`src/rtl/board_params.svh`:
```
// Board audio meter build constants
// Serial clock division, I2S frame shape, debounce time and I/O widths

`ifndef BOARD_PARAMS_SVH
`define BOARD_PARAMS_SVH

// I2S microphone frame
`define SCK_HALF        4
`define SLOT_BITS       32
`define SAMPLE_BITS     24

// Keys, sized for simulation
`define DEBOUNCE_CYCLES 16
`define W_KEY           2

// LED bar and seven-segment readout
`define W_LED           8
`define W_DIGIT         2
`define DIGIT_CYCLES    8

`endif

```
`src/rtl/board_pkg.sv`:
```
// Board audio meter types
// Microphone sample, absolute level and segment vector

`include "board_params.svh"

package board_pkg;

    // Signed sample as delivered by the INMP441
    typedef logic signed [`SAMPLE_BITS - 1:0] mic_sample_t;

    // Absolute level after saturation
    typedef logic        [`SAMPLE_BITS - 1:0] magnitude_t;

    // Segments with the decimal point in the MSB
    typedef logic        [7:0]                seg_t;

    //------------------------------------------------
    // Range limits used by the level logic

    localparam mic_sample_t SAMPLE_MIN    = {1'b1, {(`SAMPLE_BITS - 1){1'b0}}};
    localparam magnitude_t  MAGNITUDE_MAX = {1'b0, {(`SAMPLE_BITS - 1){1'b1}}};

endpackage

```
`src/rtl/board_audio_top.sv`:
```
// Board audio meter top
// Microphone receiver and key debouncer feeding the level display

`timescale 1ns/1ps

`include "board_params.svh"

module board_audio_top
(
    input  logic                  clk,
    input  logic                  arst_n,
    input  logic [`W_KEY   - 1:0] key,
    input  logic                  mic_sd,
    output logic                  mic_sck,
    output logic                  mic_ws,
    output logic [`W_LED   - 1:0] led,
    output board_pkg::seg_t       hgfedcba,
    output logic [`W_DIGIT - 1:0] digit
);

    import board_pkg::*;

    mic_sample_t         mic_sample;
    logic                sample_valid;
    logic [`W_KEY - 1:0] key_press;

    //------------------------------------------------

    i2s_mic_receiver i_microphone
    (
        .clk          ( clk          ),
        .arst_n       ( arst_n       ),
        .mic_sd       ( mic_sd       ),
        .mic_sck      ( mic_sck      ),
        .mic_ws       ( mic_ws       ),
        .mic_sample   ( mic_sample   ),
        .sample_valid ( sample_valid )
    );

    // Only the press pulses drive the display
    key_debouncer i_keys
    (
        .clk          ( clk          ),
        .arst_n       ( arst_n       ),
        .key          ( key          ),
        .key_level    (              ),
        .key_press    ( key_press    )
    );

    level_display i_display
    (
        .clk          ( clk          ),
        .arst_n       ( arst_n       ),
        .mic_sample   ( mic_sample   ),
        .sample_valid ( sample_valid ),
        .key_press    ( key_press    ),
        .led          ( led          ),
        .hgfedcba     ( hgfedcba     ),
        .digit        ( digit        )
    );

endmodule

```
`src/rtl/i2s_mic_receiver.sv`:
```
// I2S microphone receiver
// Generates serial clock and word select, captures the left slot sample

`timescale 1ns/1ps

`include "board_params.svh"

module i2s_mic_receiver
(
    input  logic                   clk,
    input  logic                   arst_n,
    input  logic                   mic_sd,
    output logic                   mic_sck,
    output logic                   mic_ws,
    output board_pkg::mic_sample_t mic_sample,
    output logic                   sample_valid
);

    import board_pkg::*;

    localparam int W_HALF     = $clog2(`SCK_HALF);
    localparam int FRAME_BITS = 2 * `SLOT_BITS;
    localparam int W_BIT      = $clog2(FRAME_BITS);

    logic [W_HALF - 1:0] half_cnt;
    logic                sck_q;
    logic                sck_toggle;
    logic                sck_rise;
    logic                sck_fall;

    logic [W_BIT - 1:0]  bit_cnt;
    logic [W_BIT - 1:0]  bit_cnt_nxt;
    logic                ws_q;

    logic                capture;
    logic                last_bit;
    mic_sample_t         shift_q;

    //------------------------------------------------
    // Serial clock divider

    assign sck_toggle = (half_cnt == W_HALF'(`SCK_HALF - 1));
    assign sck_rise   = sck_toggle & ~sck_q;
    assign sck_fall   = sck_toggle &  sck_q;

    always_ff @(posedge clk or negedge arst_n)
    begin
        if (!arst_n)
        begin
            half_cnt <= '0;
            sck_q    <= 1'b0;
        end
        else if (sck_toggle)
        begin
            half_cnt <= '0;
            sck_q    <= ~sck_q;
        end
        else
        begin
            half_cnt <= half_cnt + 1'b1;
        end
    end

    //------------------------------------------------
    // Frame position, word select moves on falling sck

    assign bit_cnt_nxt = (bit_cnt == W_BIT'(FRAME_BITS - 1)) ? '0 : bit_cnt + 1'b1;

    always_ff @(posedge clk or negedge arst_n)
    begin
        if (!arst_n)
        begin
            bit_cnt <= '0;
            ws_q    <= 1'b0;
        end
        else if (sck_fall)
        begin
            bit_cnt <= bit_cnt_nxt;
            ws_q    <= (bit_cnt_nxt >= W_BIT'(`SLOT_BITS));
        end
    end

    //------------------------------------------------
    // Left slot capture, one bit delay after ws falls

    assign capture  = sck_rise & ~ws_q & (bit_cnt != '0)
                      & (bit_cnt <= W_BIT'(`SAMPLE_BITS));
    assign last_bit = sck_rise & ~ws_q & (bit_cnt == W_BIT'(`SAMPLE_BITS));

    always_ff @(posedge clk)
    begin
        if (capture)
            shift_q <= {shift_q[`SAMPLE_BITS - 2:0], mic_sd};

        // Bit 0 completes the word
        if (last_bit)
            mic_sample <= {shift_q[`SAMPLE_BITS - 2:0], mic_sd};
    end

    always_ff @(posedge clk or negedge arst_n)
    begin
        if (!arst_n)
            sample_valid <= 1'b0;
        else
            sample_valid <= last_bit;
    end

    assign mic_sck = sck_q;
    assign mic_ws  = ws_q;

endmodule

```
`src/rtl/key_debouncer.sv`:
```
// Key debouncer
// Two-flop synchronizer and stability counter per key, press pulse on rise

`timescale 1ns/1ps

`include "board_params.svh"

module key_debouncer
(
    input  logic                clk,
    input  logic                arst_n,
    input  logic [`W_KEY - 1:0] key,
    output logic [`W_KEY - 1:0] key_level,
    output logic [`W_KEY - 1:0] key_press
);

    localparam int W_CNT = $clog2(`DEBOUNCE_CYCLES);

    logic [`W_KEY - 1:0] sync_0;
    logic [`W_KEY - 1:0] sync_1;
    logic [W_CNT - 1:0]  stable_cnt [`W_KEY];

    //------------------------------------------------
    // Synchronizer

    always_ff @(posedge clk or negedge arst_n)
    begin
        if (!arst_n)
        begin
            sync_0 <= '0;
            sync_1 <= '0;
        end
        else
        begin
            sync_0 <= key;
            sync_1 <= sync_0;
        end
    end

    //------------------------------------------------
    // Stability counters and accepted levels

    always_ff @(posedge clk or negedge arst_n)
    begin
        if (!arst_n)
        begin
            key_level <= '0;
            key_press <= '0;
            for (int i = 0; i < `W_KEY; i++)
                stable_cnt[i] <= '0;
        end
        else
        begin
            key_press <= '0;
            for (int i = 0; i < `W_KEY; i++)
            begin
                // Any return to the accepted level restarts the interval
                if (sync_1[i] == key_level[i])
                begin
                    stable_cnt[i] <= '0;
                end
                else if (stable_cnt[i] == W_CNT'(`DEBOUNCE_CYCLES - 1))
                begin
                    stable_cnt[i] <= '0;
                    key_level[i]  <= sync_1[i];
                    key_press[i]  <= sync_1[i];
                end
                else
                begin
                    stable_cnt[i] <= stable_cnt[i] + 1'b1;
                end
            end
        end
    end

endmodule

```
`src/rtl/level_display.sv`:
```
// Level display
// Peak and instant level, LED bar and multiplexed hex readout

`timescale 1ns/1ps

`include "board_params.svh"

module level_display
(
    input  logic                   clk,
    input  logic                   arst_n,
    input  board_pkg::mic_sample_t mic_sample,
    input  logic                   sample_valid,
    input  logic [`W_KEY - 1:0]    key_press,
    output logic [`W_LED - 1:0]    led,
    output board_pkg::seg_t        hgfedcba,
    output logic [`W_DIGIT - 1:0]  digit
);

    import board_pkg::*;

    localparam int LED_BASE = `SAMPLE_BITS - `W_LED;
    localparam int HEX_BASE = `SAMPLE_BITS - 4 * `W_DIGIT;
    localparam int W_DCNT   = $clog2(`DIGIT_CYCLES);

    magnitude_t          mag;
    magnitude_t          peak_q;
    magnitude_t          peak_nxt;
    magnitude_t          disp_q;
    magnitude_t          disp_nxt;
    logic                hold_q;
    logic                hold_nxt;
    logic [`W_LED - 1:0] led_nxt;

    logic [W_DCNT - 1:0] dig_cnt;
    logic [3:0]          nibble;
    seg_t                abcdefgh;

    //------------------------------------------------
    // Magnitude with saturation of the most negative code

    always_comb
    begin
        if (mic_sample == SAMPLE_MIN)
            mag = MAGNITUDE_MAX;
        else if (mic_sample[`SAMPLE_BITS - 1])
            mag = magnitude_t'(-mic_sample);
        else
            mag = magnitude_t'(mic_sample);
    end

    // Key 1 clears the peak, key 0 toggles hold
    always_comb
    begin
        hold_nxt = hold_q ^ key_press[0];

        peak_nxt = peak_q;
        if (key_press[1])
            peak_nxt = '0;
        else if (sample_valid && (mag > peak_q))
            peak_nxt = mag;

        disp_nxt = disp_q;
        if (hold_nxt)
            disp_nxt = peak_nxt;
        else if (sample_valid)
            disp_nxt = mag;

        // Thermometer bar from 2^16 upwards
        for (int i = 0; i < `W_LED; i++)
            led_nxt[i] = (disp_nxt >= (magnitude_t'(1) << (LED_BASE + i)));
    end

    always_ff @(posedge clk or negedge arst_n)
    begin
        if (!arst_n)
        begin
            peak_q <= '0;
            disp_q <= '0;
            hold_q <= 1'b0;
            led    <= '0;
        end
        else
        begin
            peak_q <= peak_nxt;
            disp_q <= disp_nxt;
            hold_q <= hold_nxt;
            led    <= led_nxt;
        end
    end

    //------------------------------------------------
    // Digit rotation

    always_ff @(posedge clk or negedge arst_n)
    begin
        if (!arst_n)
        begin
            dig_cnt <= '0;
            digit   <= `W_DIGIT'(1);
        end
        else if (dig_cnt == W_DCNT'(`DIGIT_CYCLES - 1))
        begin
            dig_cnt <= '0;
            digit   <= {digit[`W_DIGIT - 2:0], digit[`W_DIGIT - 1]};
        end
        else
        begin
            dig_cnt <= dig_cnt + 1'b1;
        end
    end

    //------------------------------------------------
    // Hex decoder, a in the MSB before reversal

    always_comb
    begin
        nibble = '0;
        for (int i = 0; i < `W_DIGIT; i++)
            if (digit[i])
                nibble = nibble | disp_q[HEX_BASE + 4 * i +: 4];

        case (nibble)
            4'h0:    abcdefgh = 8'b1111_1100;
            4'h1:    abcdefgh = 8'b0110_0000;
            4'h2:    abcdefgh = 8'b1101_1010;
            4'h3:    abcdefgh = 8'b1111_0010;
            4'h4:    abcdefgh = 8'b0110_0110;
            4'h5:    abcdefgh = 8'b1011_0110;
            4'h6:    abcdefgh = 8'b1011_1110;
            4'h7:    abcdefgh = 8'b1110_0000;
            4'h8:    abcdefgh = 8'b1111_1110;
            4'h9:    abcdefgh = 8'b1111_0110;
            4'ha:    abcdefgh = 8'b1110_1110;
            4'hb:    abcdefgh = 8'b0011_1110;
            4'hc:    abcdefgh = 8'b1001_1100;
            4'hd:    abcdefgh = 8'b0111_1010;
            4'he:    abcdefgh = 8'b1001_1110;
            default: abcdefgh = 8'b1000_1110;
        endcase

        for (int i = 0; i < $bits(seg_t); i++)
            hgfedcba[i] = abcdefgh[$bits(seg_t) - 1 - i];
    end

endmodule

```
`config.mk`:
```
export PLATFORM = sky130hd
export DESIGN_NAME = board_audio_top
export DESIGN_NICKNAME = d
export VERILOG_FILES = /design/src/rtl/board_pkg.sv /design/src/rtl/board_audio_top.sv /design/src/rtl/i2s_mic_receiver.sv /design/src/rtl/key_debouncer.sv /design/src/rtl/level_display.sv
export VERILOG_INCLUDE_DIRS = /design/src /design/src/rtl
export SDC_FILE = /design/constraint.sdc
export NUM_CORES = 1
export LEC_CHECK = 0
export CORE_ASPECT_RATIO = 1.5
export CORE_MARGIN = 2
export CORE_UTILIZATION = 63
export CTS_CLUSTER_SIZE = 28
export DETAILED_ROUTE_END_ITERATION = 6
export DONT_BUFFER_PORTS = 1
export PLACE_DENSITY_LB_ADDON = 0.08
export RECOVER_POWER = 100
export SLEW_MARGIN = 10
export SYNTH_ARGS = -nofsm -noshare
export SYNTH_HDL_FRONTEND = slang
export SYNTH_SLANG_ARGS = --single-unit
```
`constraint.sdc`:
```
create_clock -name clk -period 5.4 [get_ports clk]
set_clock_uncertainty 0.1 [all_clocks]
set_input_delay 0 -clock clk [delete_from_list [all_inputs] [get_ports clk]]
set_output_delay 0 -clock clk [all_outputs]
set_load 0.05 [all_outputs]
```
* Yosys cells after proc, flatten, opt, wreduce, memory -nomap -nowiden
Memory sizes are Yosys's and may differ from the RTL's.
Cells that the tools add are included.
** Cells by class
- Add/subtract/negate cells :: 6
- $lt $le $gt $ge :: 11
- Equal/unequal tests :: 9
- Muxes and demuxes :: 19
- Bitwise logic cells :: 12
- Reduce and logical (&&, ||, !) cells :: 4
** Operator list (number)
- $mux W24 :: 6
- $eq A24 B24 Y1 const B :: 1
- $ge A24 B17 Y1 const B :: 1
- $ge A24 B18 Y1 const B :: 1
- $ge A24 B19 Y1 const B :: 1
- $ge A24 B20 Y1 const B :: 1
- $ge A24 B21 Y1 const B :: 1
- $ge A24 B22 Y1 const B :: 1
- $ge A24 B23 Y1 const B :: 1
- $ge A24 B24 Y1 const B :: 1
- $gt A24 B24 Y1 :: 1
- $mux W4 :: 6
- $neg A24 Y24 :: 1
- $add A4 B1 Y4 const B :: 2
- $eq A4 B4 Y1 const B :: 2
- $add A6 B1 Y6 const B :: 1
- $and A1 B1 Y1 :: 6
- $eq A6 B5 Y1 const B :: 1
- $eq A6 B6 Y1 const B :: 1
- $ge A6 B6 Y1 const B :: 1
- $le A6 B5 Y1 const B :: 1
- $mux W6 :: 1
- $reduce_bool A6 Y1 :: 1
- $mux W1 :: 4
- 12 further kinds :: 17
** Word-level totals
- Register bits :: 136
- Bits in read-only memories :: 112
- Input bits :: 5
- Output and inout port bits :: 20
- Word-level logic and storage cells :: 82
- Memories :: 1
** Memories
- (name not given) :: words 16, width 7, read ports 1, clocked after memory_dff 0, wr ports 0, RTL line level_display.sv:123 : case (nibble)

* Depth between registers and ports, before layout
- Word-level depth :: 9
- Gate-level depth with buffers :: 19
- Gate-level depth less buffers :: 17

* Hierarchy
Synthesis repeated with hierarchy kept, for this count alone.
** Unflattened totals
- Cells, all modules :: 567
- Area, all modules :: 6130.9 um^2
** By module, submodules not included
- level_display :: instances 1, cells each 431, area each 3624.7 um^2, seq. area each 1152.4 um^2
- i2s_mic_receiver :: instances 1, cells each 94, area each 1895.6 um^2, seq. area each 1661.6 um^2
- key_debouncer :: instances 1, cells each 42, area each 610.6 um^2, seq. area each 400.4 um^2

* Least setup slack after synthesis
Ideal clock, no wire load.
- Kind :: reg-to-reg
- Start point :: register i_microphone.mic_sample[13]
- End point :: register i_display.led[0]
- Library setup time :: 0.133 ns
- Arrival :: 4.677 ns
- Required time :: 5.167 ns
- Slack :: 0.490 ns
- Cell stages (with the launch flop) :: 17
- Path buffers :: 1
- Clock period less this slack :: 4.910 ns
- Cell sequence :: edfxtp_1 -> or4_4 -> or4_4 -> buf_6 -> nor4_4 -> nor2_1 -> mux2i_2 -> ha_1 -> nand3_1 -> or3_1 -> or3_1 -> o31ai_1 -> a21o_1 -> o21ai_0 -> a221o_1 -> nor4_4 -> nand3_2
** Between the ends
- Cells in the longest elaborated chain, start to end :: 9
- Elaborated cells on any way between the ends :: 11
- Those cells by class :: add/sub: 1; order compare: 2; eq/ne: 1; mux: 6; reduce/logical: 1
** RTL lines
- start: declaration :: RTL line i2s_mic_receiver.sv:15 : output board_pkg::mic_sample_t mic_sample,
- start signal: assignment :: RTL line i2s_mic_receiver.sv:97 : mic_sample <= {shift_q[`SAMPLE_BITS - 2:0], mic_sd};
- $neg A24 Y24 :: RTL line level_display.sv:47 : mag = magnitude_t'(-mic_sample);
- $mux W24 :: RTL line level_display.sv:46 : else if (mic_sample[`SAMPLE_BITS - 1])
- $mux W24 (*) :: RTL line level_display.sv:44 : if (mic_sample == SAMPLE_MIN)
- $gt A24 B24 Y1 :: RTL line level_display.sv:60 : else if (sample_valid && (mag > peak_q))
- $logic_and A1 B1 Y1 :: RTL line level_display.sv:60
- $mux W24 :: RTL line level_display.sv:60
- $mux W24 :: RTL line level_display.sv:58 : if (key_press[1])
- $mux W24 (*) :: RTL line level_display.sv:64 : if (hold_nxt)
- via i_display.disp_nxt[20] :: RTL line level_display.sv:30 : magnitude_t disp_nxt;
- $ge A24 B17 Y1 (*) :: RTL line level_display.sv:71 : led_nxt[i] = (disp_nxt >= (magnitude_t'(1) << (LED_BASE + i)));
- via i_display.led_nxt[0] :: RTL line level_display.sv:33 : logic [`W_LED - 1:0] led_nxt;
- end signal: assignment :: RTL line level_display.sv:88 : led <= led_nxt;
- end: declaration :: RTL line level_display.sv:15 : output logic [`W_LED - 1:0] led,
The timed path passes the listed nets; every way through them passes the cells marked *.
A chain may end at the register's enable or synchronous reset.

* Worst setup path in the final report
Same ends and word-level chain as after synthesis.

==> results.toml <==
[detailed_routing]
drt_iter0_drc = 215
firstDrtPassIters = 5
avgViaCountPerCell = 6.04
finalWirelength_um = 11500
vias = 4104
ant_nets = 0
wl_per_cell_um = 16.8
drc = 0

[floorplan]
coreArea_mm2 = 0.00958
die_w_um = 84.5
design.die.area_mm2 = 0.0105
die_y_um = 125
start_util_pct = 63.9
design.portCount = 25
fp-row-count = 44

[synthesis]
ys_seq_area_share_pct = 52.5
synth_nets = 582
ys_ff_latch = 119
synth_area_per_cell_um2 = 11.4
synth-main-ff-cell = "dfrtp_1"
yosysWarnings = 0
synth-edff-count = 47
synth_cell_types = 65
yosysTopAreaCell = "dfrtp_1"
postSynth.asyncResetShare_pct = 60.5
synth.area.top_cells = "dfrtp_1, edfxtp_1, ha_1"
synthCells = 538
yosys.area.top_type_share_pct = 29.0
netlist_area_mm2 = 0.00613

[timing]
fmax_ghz = 0.195
fin_setup_tns_ps = 0
worst_slew_pin_slew_ps = 3770
final_max_slew_viol_count = 73
holdWs_ps = 37.2
setup_viol = 0
relSlewSlack_pct = -151
fin_crit_ps = 5120
fin_crit_sh_pct = 94.7
finalHoldViolCount = 0
rsz0062_at_grt = "false"

[setup_path]
rr_startpoint = "i_microphone.mic_sample[13]"
setup.worst_path.start_class = "register"
cp.required_ps = 5580
max_stage_delay_ps = 600
path_class = "reg2reg"
cpMaxStageDelayCell = "or4_4"
ff2ff_setup_slack_ps = 280
cp_max_fo = 6
reg2reg_depth = 16
r2r_end = "i_display.led[0]"
crit_chain = "or4_4 > or4_4 > nor4_4 > buf_4 > nor2_1 > mux2i_2 > ha_1 > nand3_1 > or3_1 > or3_1 > o31ai_2 > a21o_1 > o21ai_0 > a221o_1 > nor4_4 > nand3_2"
cp.arrival_ps = 5290
endpoint_kind = "register"

[outcome]
violations = "capacitance limit, slew limit"
status = "complete, but fails checks"

[power]
ir_drop_uv = 266
p_per_area_mw_per_mm2 = 308
power.leakage_nw = 2.87

[finish]
nNetsFinal = 596
synthToLayoutAreaGrowth_pct = 11.5
drive_gt1_share_pct = 13.5
final_cells = 680
diodes = 0

[job]
cap_violations = 2

[grt]
antenna_found_initial = 0
grt_pass1_wl_um = 19700
grt_pass1_vias = 4251
grt-ovfl-total = 0
grt_max_degree = 73
grt_usage_pct = 23.8

[place]
dp_hpwl_um = 8140
place.gp.congestion = 0.864
portBuffers = 0
placedCellCount = 643

[clock_network]
cts_tree = "done"
clockRootBuffer = "clkbuf_16"
numCtsBuffers = 17
clk_pin_slew_ps = 50
clock_path_buffers = 2
htreeDepth = 4
clock_latency_ps = 410
clock_sinks = 119
post_cts_buffers = 0

[worst_hold_path]
hp-start = "key[0]"
hold_depth = 1
hp-class = "in2reg"
holdPathEnd = "i_keys.sync_0[0]"
## worst max-delay path: cells and delay by family, from the launching register on
| family | cells | cell delay, ps |
|---|---|---|
| and+or+nand+nor | 9 | 2870 |
| buffers and inverters | 1 | 200 |
| AOI/OAI and AO/OA | 4 | 1040 |
| muxes | 1 | 180 |
| adders and majority gates | 1 | 150 |
| DFF | 1 | 450 |
## cell type report
class	count	area (um^2)
inverter	42	158
sequential	119	3210
timing repair buffer	17	123
clock inverter	5	55.1
tap	115	144
fill	695	2750
clock buffer	27	566
multi-input combinational	355	2570
## flip-flops by register name (all words and copies together), names as in the netlist, 3 cells and up
register / cells
i_display.led: 8
i_microphone.shift_q: 23
i_display.disp_q: 8
i_display.peak_q: 24
i_keys.stable_cnt: 8
i_microphone.bit_cnt: 5
i_microphone.mic_sample: 24
i_display.dig_cnt: 3
## how the worst max path moves through the flow
stage / endpoint / slack [ps] / start
finish: i_display.led[0] / 280 / i_microphone.mic_sample[13]
global route: i_display.led[0] / 9 / i_microphone.mic_sample[13]
CTS: i_display.led[0] / 260 / i_microphone.mic_sample[13]
detailed placement: i_display.led[0] / 270 / i_microphone.mic_sample[13]
global placement: i_display.led[0] / 430 / i_microphone.mic_sample[13]
floorplan: i_display.led[0] / 490 / i_microphone.mic_sample[13]
## stage by stage
| stage | util (%) | setup slack, ps | total power, mW | instance area [um^2] |
|---|---|---|---|---|
| 4_1_cts | 72.2 | 260 | 2.13 | 6910 |
| 6_report | 71.3 | 284 | 2.11 | 6830 |
| 3_3_place_gp | 65.0 | 429 | 0.971 | 6220 |
| 2_1_floorplan | - | 490 | 0.971 | 6130 |
| 5_1_grt | 71.3 | 9.28 | 2.17 | 6830 |
| 3_5_place_dp | 65.0 | 272 | 0.973 | 6220 |
## cells in the mapped netlist (all sizes together) (3+ instances only)
cell    number
clkbuf      10
xnor2       12
nor2b        7
nand4b       3
a22oi        5
ha          39
nand2       42
o21ai       20
or4          3
dfrtp       71
edfxtp      47
or3          4
o41ai        6
nor4         4
a21oi       30
o31ai        8
inv         41
nand3       14
xor2        14
nor3b        4
a21o         6
a31oi        5
mux2         7
nor2        48
nor3        12
mux2i        9
a211oi      21
nand4        5
nand2b       5
buf         11
## cell families after synthesis
logic type | count (synthesis) | synth area share, %
muxes | 16 | 2.82
other | 1 | 0.0612
buffers and inverters | 64 | 4.94
DFF | 119 | 52.5
and+or+nand+nor | 158 | 14.0
adders and majority gates | 39 | 7.97
xor gates and xnor gates | 26 | 3.72
AOI/OAI and AO/OA | 115 | 14.0
## layout by cell type, fill, tap and decap left out, drive strengths merged, types with 5 or more instances in the layout
cell type and instances:
dfrtp 71, nor2 48, edfxtp 47, inv 42, nand2 42, ha 39, clkbuf 31, a21oi 30
a211oi 21, o21ai 20, xor2 14, nand3 14, nor3 12, xnor2 12, buf 9, mux2i 9
o31ai 8, nor2b 7, mux2 7, a21o 6, o41ai 6, a22oi 5, nand4 5, a31oi 5
nand2b 5
## metal layers
layer | part of all wire [%] | track usage, % | wire length, um | up-vias
li1 | - | - | - | 1958
met1 | 39 | 26.6 | 4520 | 2033
met2 | 55 | 41.8 | 6280 | 86
met3 | 3.4 | 6.83 | 391 | 27
met4 | 2.4 | 9.90 | 272 | 0
met5 | 0 | 0 | 0 | -
## timing repair
| action | in CTS | in global routing |
|---|---|---|
| resized for setup | 0 | 2 |
| hold endpoints to repair | 76 | 0 |
| setup endpoints to repair | 0 | 2 |
| hold buffers | 5 | 0 |
## report_power, final
group	total, mW	switching [mW]	internal [mW]
Clock	1.14	0.377	0.761
Combinational	0.0229	0.0160	0.00690
Sequential	0.946	0.00466	0.942
Total	2.11	0.397	1.71
Power figures use the tool's default switching activity.
